**src/include/rv32_params.svh**
```systemverilog
`ifndef RV32_PARAMS_SVH
`define RV32_PARAMS_SVH

// Data path and register file sizes
`define RV_XLEN 32
`define RV_REGS 32

// Decoded operations with one bit each in the op vector
`define RV_OPS 27

// Major opcodes in instr[6:0]
`define RV_OPC_OP     7'b0110011
`define RV_OPC_OPIMM  7'b0010011
`define RV_OPC_LUI    7'b0110111
`define RV_OPC_AUIPC  7'b0010111
`define RV_OPC_BRANCH 7'b1100011

// funct7 values
`define RV_F7_BASE 7'b0000000
// SUB and SRA/SRAI
`define RV_F7_ALT  7'b0100000

`endif

```
**src/logic/rv32Pkg.sv**
```systemverilog
`include "rv32_params.svh"

package rv32Pkg;

    ////////////////////////////////////////////////////////////
    // Basic widths
    ////////////////////////////////////////////////////////////

    typedef logic [`RV_XLEN-1:0]         word_t;
    typedef logic [$clog2(`RV_REGS)-1:0] regIdx_t;
    typedef logic [`RV_OPS-1:0]          opVec_t;

    // Bit position of each operation inside opVec_t
    typedef enum logic [4:0] {
        OP_ADD = 5'd0,
        OP_SUB,
        OP_SLL,
        OP_SLT,
        OP_SLTU,
        OP_XOR,
        OP_SRL,
        OP_SRA,
        OP_OR,
        OP_AND,
        OP_ADDI,
        OP_SLTI,
        OP_SLTIU,
        OP_XORI,
        OP_ORI,
        OP_ANDI,
        OP_SLLI,
        OP_SRLI,
        OP_SRAI,
        OP_LUI,
        OP_AUIPC,
        OP_BEQ,
        OP_BNE,
        OP_BLT,
        OP_BGE,
        OP_BLTU,
        OP_BGEU
    } opBit_e;

    ////////////////////////////////////////////////////////////
    // Structs between the stages
    ////////////////////////////////////////////////////////////

    // Decoder output with a zero op for an unknown word
    typedef struct packed {
        opVec_t  op;
        word_t   imm;
        regIdx_t rs1;
        regIdx_t rs2;
        regIdx_t rd;
        word_t   pc;
    } decoded_t;

    // Register write from the ALU
    typedef struct packed {
        logic    en;
        regIdx_t rd;
        word_t   data;
    } writeBack_t;

endpackage

```
**src/logic/instrDecoder.sv**
```systemverilog
`timescale 1ns/100ps
`include "rv32_params.svh"

module instrDecoder (
    input  rv32Pkg::word_t    instr,
    input  rv32Pkg::word_t    pc,
    output rv32Pkg::decoded_t dec
);

    logic [6:0]     opcode;
    logic [2:0]     funct3;
    logic [6:0]     funct7;
    rv32Pkg::opVec_t opVec;
    rv32Pkg::word_t  immVal;

    assign opcode = instr[6:0];
    assign funct3 = instr[14:12];
    assign funct7 = instr[31:25];

    ////////////////////////////////////////////////////////////
    // Operation select
    ////////////////////////////////////////////////////////////

    always_comb begin
        opVec = '0;
        case (opcode)
            `RV_OPC_OP: begin
                case ({funct7, funct3})
                    {`RV_F7_BASE, 3'b000}: opVec[rv32Pkg::OP_ADD]  = 1'b1;
                    {`RV_F7_ALT,  3'b000}: opVec[rv32Pkg::OP_SUB]  = 1'b1;
                    {`RV_F7_BASE, 3'b001}: opVec[rv32Pkg::OP_SLL]  = 1'b1;
                    {`RV_F7_BASE, 3'b010}: opVec[rv32Pkg::OP_SLT]  = 1'b1;
                    {`RV_F7_BASE, 3'b011}: opVec[rv32Pkg::OP_SLTU] = 1'b1;
                    {`RV_F7_BASE, 3'b100}: opVec[rv32Pkg::OP_XOR]  = 1'b1;
                    {`RV_F7_BASE, 3'b101}: opVec[rv32Pkg::OP_SRL]  = 1'b1;
                    {`RV_F7_ALT,  3'b101}: opVec[rv32Pkg::OP_SRA]  = 1'b1;
                    {`RV_F7_BASE, 3'b110}: opVec[rv32Pkg::OP_OR]   = 1'b1;
                    {`RV_F7_BASE, 3'b111}: opVec[rv32Pkg::OP_AND]  = 1'b1;
                    default: ;
                endcase
            end
            `RV_OPC_OPIMM: begin
                case (funct3)
                    3'b000: opVec[rv32Pkg::OP_ADDI]  = 1'b1;
                    3'b010: opVec[rv32Pkg::OP_SLTI]  = 1'b1;
                    3'b011: opVec[rv32Pkg::OP_SLTIU] = 1'b1;
                    3'b100: opVec[rv32Pkg::OP_XORI]  = 1'b1;
                    3'b110: opVec[rv32Pkg::OP_ORI]   = 1'b1;
                    3'b111: opVec[rv32Pkg::OP_ANDI]  = 1'b1;
                    // Shift immediates carry funct7 in the upper imm bits
                    3'b001: begin
                        if (funct7 == `RV_F7_BASE) begin
                            opVec[rv32Pkg::OP_SLLI] = 1'b1;
                        end
                    end
                    3'b101: begin
                        if (funct7 == `RV_F7_BASE) begin
                            opVec[rv32Pkg::OP_SRLI] = 1'b1;
                        end else if (funct7 == `RV_F7_ALT) begin
                            opVec[rv32Pkg::OP_SRAI] = 1'b1;
                        end
                    end
                    default: ;
                endcase
            end
            `RV_OPC_LUI:   opVec[rv32Pkg::OP_LUI]   = 1'b1;
            `RV_OPC_AUIPC: opVec[rv32Pkg::OP_AUIPC] = 1'b1;
            `RV_OPC_BRANCH: begin
                case (funct3)
                    3'b000: opVec[rv32Pkg::OP_BEQ]  = 1'b1;
                    3'b001: opVec[rv32Pkg::OP_BNE]  = 1'b1;
                    3'b100: opVec[rv32Pkg::OP_BLT]  = 1'b1;
                    3'b101: opVec[rv32Pkg::OP_BGE]  = 1'b1;
                    3'b110: opVec[rv32Pkg::OP_BLTU] = 1'b1;
                    3'b111: opVec[rv32Pkg::OP_BGEU] = 1'b1;
                    default: ;
                endcase
            end
            default: ;
        endcase
    end

    ////////////////////////////////////////////////////////////
    // Immediate formats
    ////////////////////////////////////////////////////////////

    always_comb begin
        case (opcode)
            // I-type
            `RV_OPC_OPIMM:  immVal = {{20{instr[31]}}, instr[31:20]};
            // B-type with bit 0 always zero
            `RV_OPC_BRANCH: immVal = {{19{instr[31]}}, instr[31], instr[7],
                                      instr[30:25], instr[11:8], 1'b0};
            // U-type
            `RV_OPC_LUI,
            `RV_OPC_AUIPC:  immVal = {instr[31:12], 12'b0};
            default:        immVal = '0;
        endcase
    end

    always_comb begin
        dec.op  = opVec;
        dec.imm = immVal;
        dec.rs1 = instr[19:15];
        dec.rs2 = instr[24:20];
        dec.rd  = instr[11:7];
        dec.pc  = pc;
    end

endmodule

```
**src/logic/regFile.sv**
```systemverilog
`timescale 1ns/100ps
`include "rv32_params.svh"

module regFile (
    input  logic                clk,
    input  logic                rst,
    input  rv32Pkg::regIdx_t    rs1,
    input  rv32Pkg::regIdx_t    rs2,
    input  rv32Pkg::writeBack_t wb,
    output rv32Pkg::word_t      rs1Data,
    output rv32Pkg::word_t      rs2Data
);

    // No storage for x0
    rv32Pkg::word_t regs [1:`RV_REGS-1];

    always_ff @(posedge clk) begin
        if (rst) begin
            for (int i = 1; i < `RV_REGS; i++) begin
                regs[i] <= '0;
            end
        end else if (wb.en && (wb.rd != '0)) begin
            regs[wb.rd] <= wb.data;
        end
    end

    // Pending write wins over the stored value
    function automatic rv32Pkg::word_t readPort(input rv32Pkg::regIdx_t idx);
        rv32Pkg::word_t val;
        if (idx == '0) begin
            val = '0;
        end else if (wb.en && (wb.rd == idx)) begin
            val = wb.data;
        end else begin
            val = regs[idx];
        end
        return val;
    endfunction

    assign rs1Data = readPort(rs1);
    assign rs2Data = readPort(rs2);

endmodule

```
**src/logic/aluUnit.sv**
```systemverilog
`timescale 1ns/100ps

module aluUnit (
    input  logic                clk,
    input  logic                rst,
    input  logic                instValid,
    input  rv32Pkg::decoded_t   dec,
    input  rv32Pkg::word_t      rs1Data,
    input  rv32Pkg::word_t      rs2Data,
    output rv32Pkg::writeBack_t wb,
    output logic                resultValid,
    output rv32Pkg::word_t      result,
    output rv32Pkg::regIdx_t    resultRd,
    output logic                branchValid,
    output logic                branchTaken,
    output rv32Pkg::word_t      branchTarget,
    output logic                illegal
);

    logic               useImm;
    logic               isAlu;
    logic               isBranch;
    rv32Pkg::word_t     opB;
    logic [4:0]         shamt;
    logic signed [32:0] diffS;
    logic [32:0]        diffU;
    logic               ltS;
    logic               ltU;
    logic               eq;
    rv32Pkg::word_t     aluRes;
    logic               taken;

    ////////////////////////////////////////////////////////////
    // Operand select and compares
    ////////////////////////////////////////////////////////////

    // ADDI through SRAI take the immediate
    assign useImm   = |dec.op[rv32Pkg::OP_SRAI:rv32Pkg::OP_ADDI];
    assign isAlu    = |dec.op[rv32Pkg::OP_AUIPC:rv32Pkg::OP_ADD];
    assign isBranch = |dec.op[rv32Pkg::OP_BGEU:rv32Pkg::OP_BEQ];

    assign opB   = useImm ? dec.imm : rs2Data;
    assign shamt = opB[4:0];

    // Sign or zero extend to 33 bits so the borrow gives the compare
    assign diffS = $signed({rs1Data[31], rs1Data}) - $signed({opB[31], opB});
    assign diffU = {1'b0, rs1Data} - {1'b0, opB};
    assign ltS   = diffS[32];
    assign ltU   = diffU[32];
    assign eq    = (rs1Data == opB);

    always_comb begin
        case (1'b1)
            dec.op[rv32Pkg::OP_ADD],
            dec.op[rv32Pkg::OP_ADDI]:  aluRes = rs1Data + opB;
            dec.op[rv32Pkg::OP_SUB]:   aluRes = diffU[31:0];
            dec.op[rv32Pkg::OP_SLL],
            dec.op[rv32Pkg::OP_SLLI]:  aluRes = rs1Data << shamt;
            dec.op[rv32Pkg::OP_SLT],
            dec.op[rv32Pkg::OP_SLTI]:  aluRes = {31'b0, ltS};
            dec.op[rv32Pkg::OP_SLTU],
            dec.op[rv32Pkg::OP_SLTIU]: aluRes = {31'b0, ltU};
            dec.op[rv32Pkg::OP_XOR],
            dec.op[rv32Pkg::OP_XORI]:  aluRes = rs1Data ^ opB;
            dec.op[rv32Pkg::OP_SRL],
            dec.op[rv32Pkg::OP_SRLI]:  aluRes = rs1Data >> shamt;
            dec.op[rv32Pkg::OP_SRA],
            dec.op[rv32Pkg::OP_SRAI]:  aluRes = $unsigned($signed(rs1Data) >>> shamt);
            dec.op[rv32Pkg::OP_OR],
            dec.op[rv32Pkg::OP_ORI]:   aluRes = rs1Data | opB;
            dec.op[rv32Pkg::OP_AND],
            dec.op[rv32Pkg::OP_ANDI]:  aluRes = rs1Data & opB;
            dec.op[rv32Pkg::OP_LUI]:   aluRes = dec.imm;
            dec.op[rv32Pkg::OP_AUIPC]: aluRes = dec.pc + dec.imm;
            default:                   aluRes = '0;
        endcase
    end

    // Branch condition where opB is rs2Data
    always_comb begin
        case (1'b1)
            dec.op[rv32Pkg::OP_BEQ]:  taken = eq;
            dec.op[rv32Pkg::OP_BNE]:  taken = !eq;
            dec.op[rv32Pkg::OP_BLT]:  taken = ltS;
            dec.op[rv32Pkg::OP_BGE]:  taken = !ltS;
            dec.op[rv32Pkg::OP_BLTU]: taken = ltU;
            dec.op[rv32Pkg::OP_BGEU]: taken = !ltU;
            default:                  taken = 1'b0;
        endcase
    end

    ////////////////////////////////////////////////////////////
    // Output registers
    ////////////////////////////////////////////////////////////

    always_ff @(posedge clk) begin
        if (rst) begin
            resultValid <= 1'b0;
            branchValid <= 1'b0;
            illegal     <= 1'b0;
        end else begin
            resultValid <= instValid && isAlu;
            branchValid <= instValid && isBranch;
            // Zero op vector means an unknown encoding
            illegal     <= instValid && !isAlu && !isBranch;
        end
    end

    always_ff @(posedge clk) begin
        result       <= aluRes;
        resultRd     <= dec.rd;
        branchTaken  <= taken;
        branchTarget <= dec.pc + dec.imm;
    end

    // Write back follows the result strobe and x0 is dropped in the file
    assign wb.en   = resultValid;
    assign wb.rd   = resultRd;
    assign wb.data = result;

endmodule

```
**src/logic/execCore.sv**
```systemverilog
`timescale 1ns/100ps

module execCore (
    input  logic             clk,
    input  logic             rst,
    input  logic             instValid,
    input  rv32Pkg::word_t   instr,
    input  rv32Pkg::word_t   pc,
    output logic             resultValid,
    output rv32Pkg::word_t   result,
    output rv32Pkg::regIdx_t resultRd,
    output logic             branchValid,
    output logic             branchTaken,
    output rv32Pkg::word_t   branchTarget,
    output logic             illegal
);

    rv32Pkg::decoded_t   dec;
    rv32Pkg::writeBack_t wb;
    rv32Pkg::word_t      rs1Data;
    rv32Pkg::word_t      rs2Data;

    ////////////////////////////////////////////////////////////
    // Decode and operand read in the same cycle as instValid
    ////////////////////////////////////////////////////////////

    instrDecoder iDecoder (
        .instr (instr),
        .pc    (pc),
        .dec   (dec)
    );

    regFile iRegFile (
        .clk     (clk),
        .rst     (rst),
        .rs1     (dec.rs1),
        .rs2     (dec.rs2),
        .wb      (wb),
        .rs1Data (rs1Data),
        .rs2Data (rs2Data)
    );

    // Execute with outputs one cycle later
    aluUnit iAlu (
        .clk          (clk),
        .rst          (rst),
        .instValid    (instValid),
        .dec          (dec),
        .rs1Data      (rs1Data),
        .rs2Data      (rs2Data),
        .wb           (wb),
        .resultValid  (resultValid),
        .result       (result),
        .resultRd     (resultRd),
        .branchValid  (branchValid),
        .branchTaken  (branchTaken),
        .branchTarget (branchTarget),
        .illegal      (illegal)
    );

endmodule

```
**config.mk**
```make
export PLATFORM = sky130hd
export DESIGN_NAME = execCore
export DESIGN_NICKNAME = d
export VERILOG_FILES = /design/src/logic/rv32Pkg.sv /design/src/logic/instrDecoder.sv /design/src/logic/regFile.sv /design/src/logic/aluUnit.sv /design/src/logic/execCore.sv
export VERILOG_INCLUDE_DIRS = /design/src /design/src/include
export SDC_FILE = /design/constraint.sdc
export NUM_CORES = 2
export LEC_CHECK = 0
export ABC_AREA = 0
export BUFFER_PORTS_ARGS = -buffer_cell sky130_fd_sc_hd__buf_2
export CAP_MARGIN = 20
export CORE_MARGIN = 10
export CORE_UTILIZATION = 55
export CTS_CLUSTER_SIZE = 10
export DETAILED_ROUTE_END_ITERATION = 16
export PLACE_DENSITY = 0.67
export SKIP_LAST_GASP = 1
export SLEW_MARGIN = 0
export SYNTH_ARGS = -nofsm -noshare
export SYNTH_HDL_FRONTEND = slang
export SYNTH_SLANG_ARGS = --single-unit
```
**constraint.sdc**
```tcl
create_clock -name clk -period 21 [get_ports clk]
set_input_delay 3.15 -clock clk [delete_from_list [all_inputs] [get_ports clk]]
set_output_delay 3.15 -clock clk [all_outputs]
set_load 0.1 [all_outputs]
```
==> qor.csv <==
metric,value,unit
Post-Syn Area,68900,um^2
WP data required,21.65,ns
Synth area leaders,"edfxtp_1 45%, mux4_2 11%, and2_1 8.1%",
Tot GR Track Use,39.7,%
"Hold-fix buffers, CTS",0,
worst slew pin tran,1.10,ns
min cycle time layout,11.14,ns
Nets,6011,
1st-iter DRT viols,8344,
final wirelength,285,mm
CP startpoint,instr[15],
Die ar.,140000,um^2
critical path class,primary input to flop,
input/output buffers,139,
worst reg2reg startpoint,iAlu.resultRd[3]$_DFF_P_,
number of global-route vias before repair,52300,
RSZ-0062 raised after global routing,false,
fin. max-slew vios,0,
cts bufs inserted,135,
core area,124000,um^2
final global-route overflow total,0,
Power Density,81.7,nW/um^2
Synth Area per Inst,11.8,um^2
highest ir drop seen on vdd,0.0867,mV
clk root buf,clkbuf_16,
Yosys top cell area share,44.6,%
# resized after CTS,0,
"CTS clk-pin slew, worst paths",0.06,ns
Post-synth EDFFs,1024,
Leak,28.7,nW
first-pass GRT wire length,399,mm
maximum net fanout on the critical path,36,
pin count of the biggest net entering global routing,96,
synthesized instance count,5854,
CP Launch Type,primary input,
Initial Util,55.5,%
worst min path class,flop to flop,
cell accounting for the most synthesized area,edfxtp_1,
share of layout cells above drive strength 1,17.8,%
"FFs w/ async S/R, synth",0,%
die span in x,374,um
initial antenna violation count,18,
CTS Sinks,1097,
H-Tree Depth,4,
critical path arrival,11.79,ns
Synth-to-Final Area Change,8.81,%
status,finished clean,
First-pass DRT Iterations,9,
Worst-Skew Late Latency,0.81,ns
Power Total,6.13,mW
slowest CP cell,buf_4,
TNS Setup,0,ns
Slew Limit Headroom,26.2,%
CTS max path bufs,3,
Die Ht,374,um
MaxCap Viol Count,0,
TritonCTS clock tree,built,
Vias,54500,
Synthesis Warnings,0,
delay of the slowest cell on the worst path,0.74,ns
Ports,140,
number of distinct library cells after synthesis,112,
routed len/inst,38.0,um
sequential share of the synthesized area,46.8,%
Setup Buffers After CTS,0,
Max Fclk,89.8,MHz
crit-path most repeated cell,buf_4,
Final ANT Viol Nets,0,
Final Wtd Congestion,1.02,
site row count,129,
DRC,0,
R2R Setup Slk,13.07,ns
Final Hold Vio Count,0,
via/cell ratio,7.25,
Clock Skews,0.0534,ns
"flops & latches, synth",1097,
CP Capture Type,flop,
final setup fails,0,
Synth Flop Type,edfxtp_1,
critical hold path startpoint,iAlu.result[8]$_DFF_P_,
DP HPWL,185,mm
CP Cell Sequence,"buf_8, buf_4, buf_4, buf_4, mux4_1, mux4_2, and3_4, a311oi_4, inv_1, ha_1, o21a_1, o21a_1, nand3_1, o31ai_1, a21boi_0, o311ai_0, nand2_1, o31ai_1, or3_1, o211ai_1, a311oi_1, nand3_1",
crit share post-route,53.1,%
## placed cells by master (no fill, tap or decap), types with 16 or more instances in the layout
cell and n:
mux2i_1 457, o31ai_1 18, inv_1 119, buf_4 211
buf_2 134, nor4_1 16, o221ai_1 34, nor2_1 255
o22ai_1 40, a31oi_1 18, o21bai_1 28, clkbuf_1 25
o211ai_1 53, a221oi_1 65, clkbuf_16 137, mux4_2 348
nand3_1 59, o21a_1 17, or2_2 32, nor3_1 159
xor2_1 17, a221o_1 20, or3_1 22, nor2_2 24
mux2_2 52, ha_1 127, o21ai_0 215, xnor2_1 36
a22oi_1 154, a21o_1 61, dfxtp_1 73, conb_1 32
a21oi_1 289, edfxtp_1 1024, and2_1 890, and3_1 16
nand2_1 217, a211oi_1 34, nand2b_1 32
## flip-flops by register name (all words and copies together), names as in the netlist
register and flops:
iAlu.branchTaken 1, iAlu.resultRd 5, iRegFile.regs 1024, iAlu.illegal 1, iAlu.resultValid 1, iAlu.branchTarget 32, iAlu.branchValid 1, iAlu.result 32
## routing by layer
layer	vias to the layer above	wire length, um	global-route usage, %
met4	12	17900	20.8
met1	27200	103000	51.8
li1	22000	-	-
met2	4367	125000	59.5
met3	921	39800	12.3
met5	-	65	0
## stage by stage
stage	area, um^2	setup slack, ns	hold slack, ns	instances	utilization [%]
after detailed placement	70900	9.33	0.554	7310	57.1
after global routing	74900	9.44	0.575	7507	60.4
after floorplan	69000	12.10	0.987	5885	-
after global placement	70900	9.48	0.546	7309	57.1
after CTS	74800	10.14	0.562	7503	60.3
final	74900	9.86	0.567	7517	60.4
## power by group
part	internal (mW)	switching, mW
registers	2.47	0.0451
clock network	1.20	0.964
logic	0.419	1.02
total	4.09	2.03
## Yosys cell counts (52+ instances only)
cell type and instances:
mux2i_1 457, a21o_1 61, and2_1 891, a221oi_1 65, o21ai_0 216, ha_1 127, nor3_1 160, o211ai_1 53
nand2_1 218, a22oi_1 154, edfxtp_1 1024, buf_2 81, inv_1 119, nor2_1 288, mux2_2 52, nand3_1 61
clkbuf_1 373, dfxtp_1 73, mux4_2 348, a21oi_1 289
## layout make-up
type | instances | area, um^2
sequential | 1097 | 32200
clock inverter | 29 | 368
antenna | 10 | 25.0
timing repair buffer | 354 | 2420
clock buffer | 164 | 3550
tap | 1637 | 2050
multi-input combinational | 4098 | 33800
fill | 9992 | 49200
inverter | 128 | 487
## cell families (layout without fill, tap and decap cells)
logic type	count (synthesis)	after routing	synth area share (%)
and+or+nand+nor	1807	1807	14.3
AOI/OAI and AO/OA	1202	1202	11.8
DFF	1097	1097	46.8
muxes	872	872	19.4
buffers and inverters	690	675	4.62
adders and majority gates	132	132	2.42
xor gates and xnor gates	53	53	0.674
other	1	42	0.00544
## final timing paths
kind	to	cells after the start
hold / removal	iRegFile.regs[0][8]$_DFFE_PP_	0
setup reg to reg	iAlu.result[0]$_DFF_P_	23
setup / recovery	iAlu.result[31]$_DFF_P_	22
hold reg to reg	iRegFile.regs[0][8]$_DFFE_PP_	0
## critical path, delay by kind of cell
kind / cells / cell delay (ns)
AO/OA/AOI/OAI: 9 / 3.43
adder cells (fa/ha/maj): 1 / 0.52
multiplexers: 2 / 1.12
buffers and inverters: 5 / 2.53
AND/OR/NAND/NOR: 5 / 0.84
(Power assumes the default switching activity.)
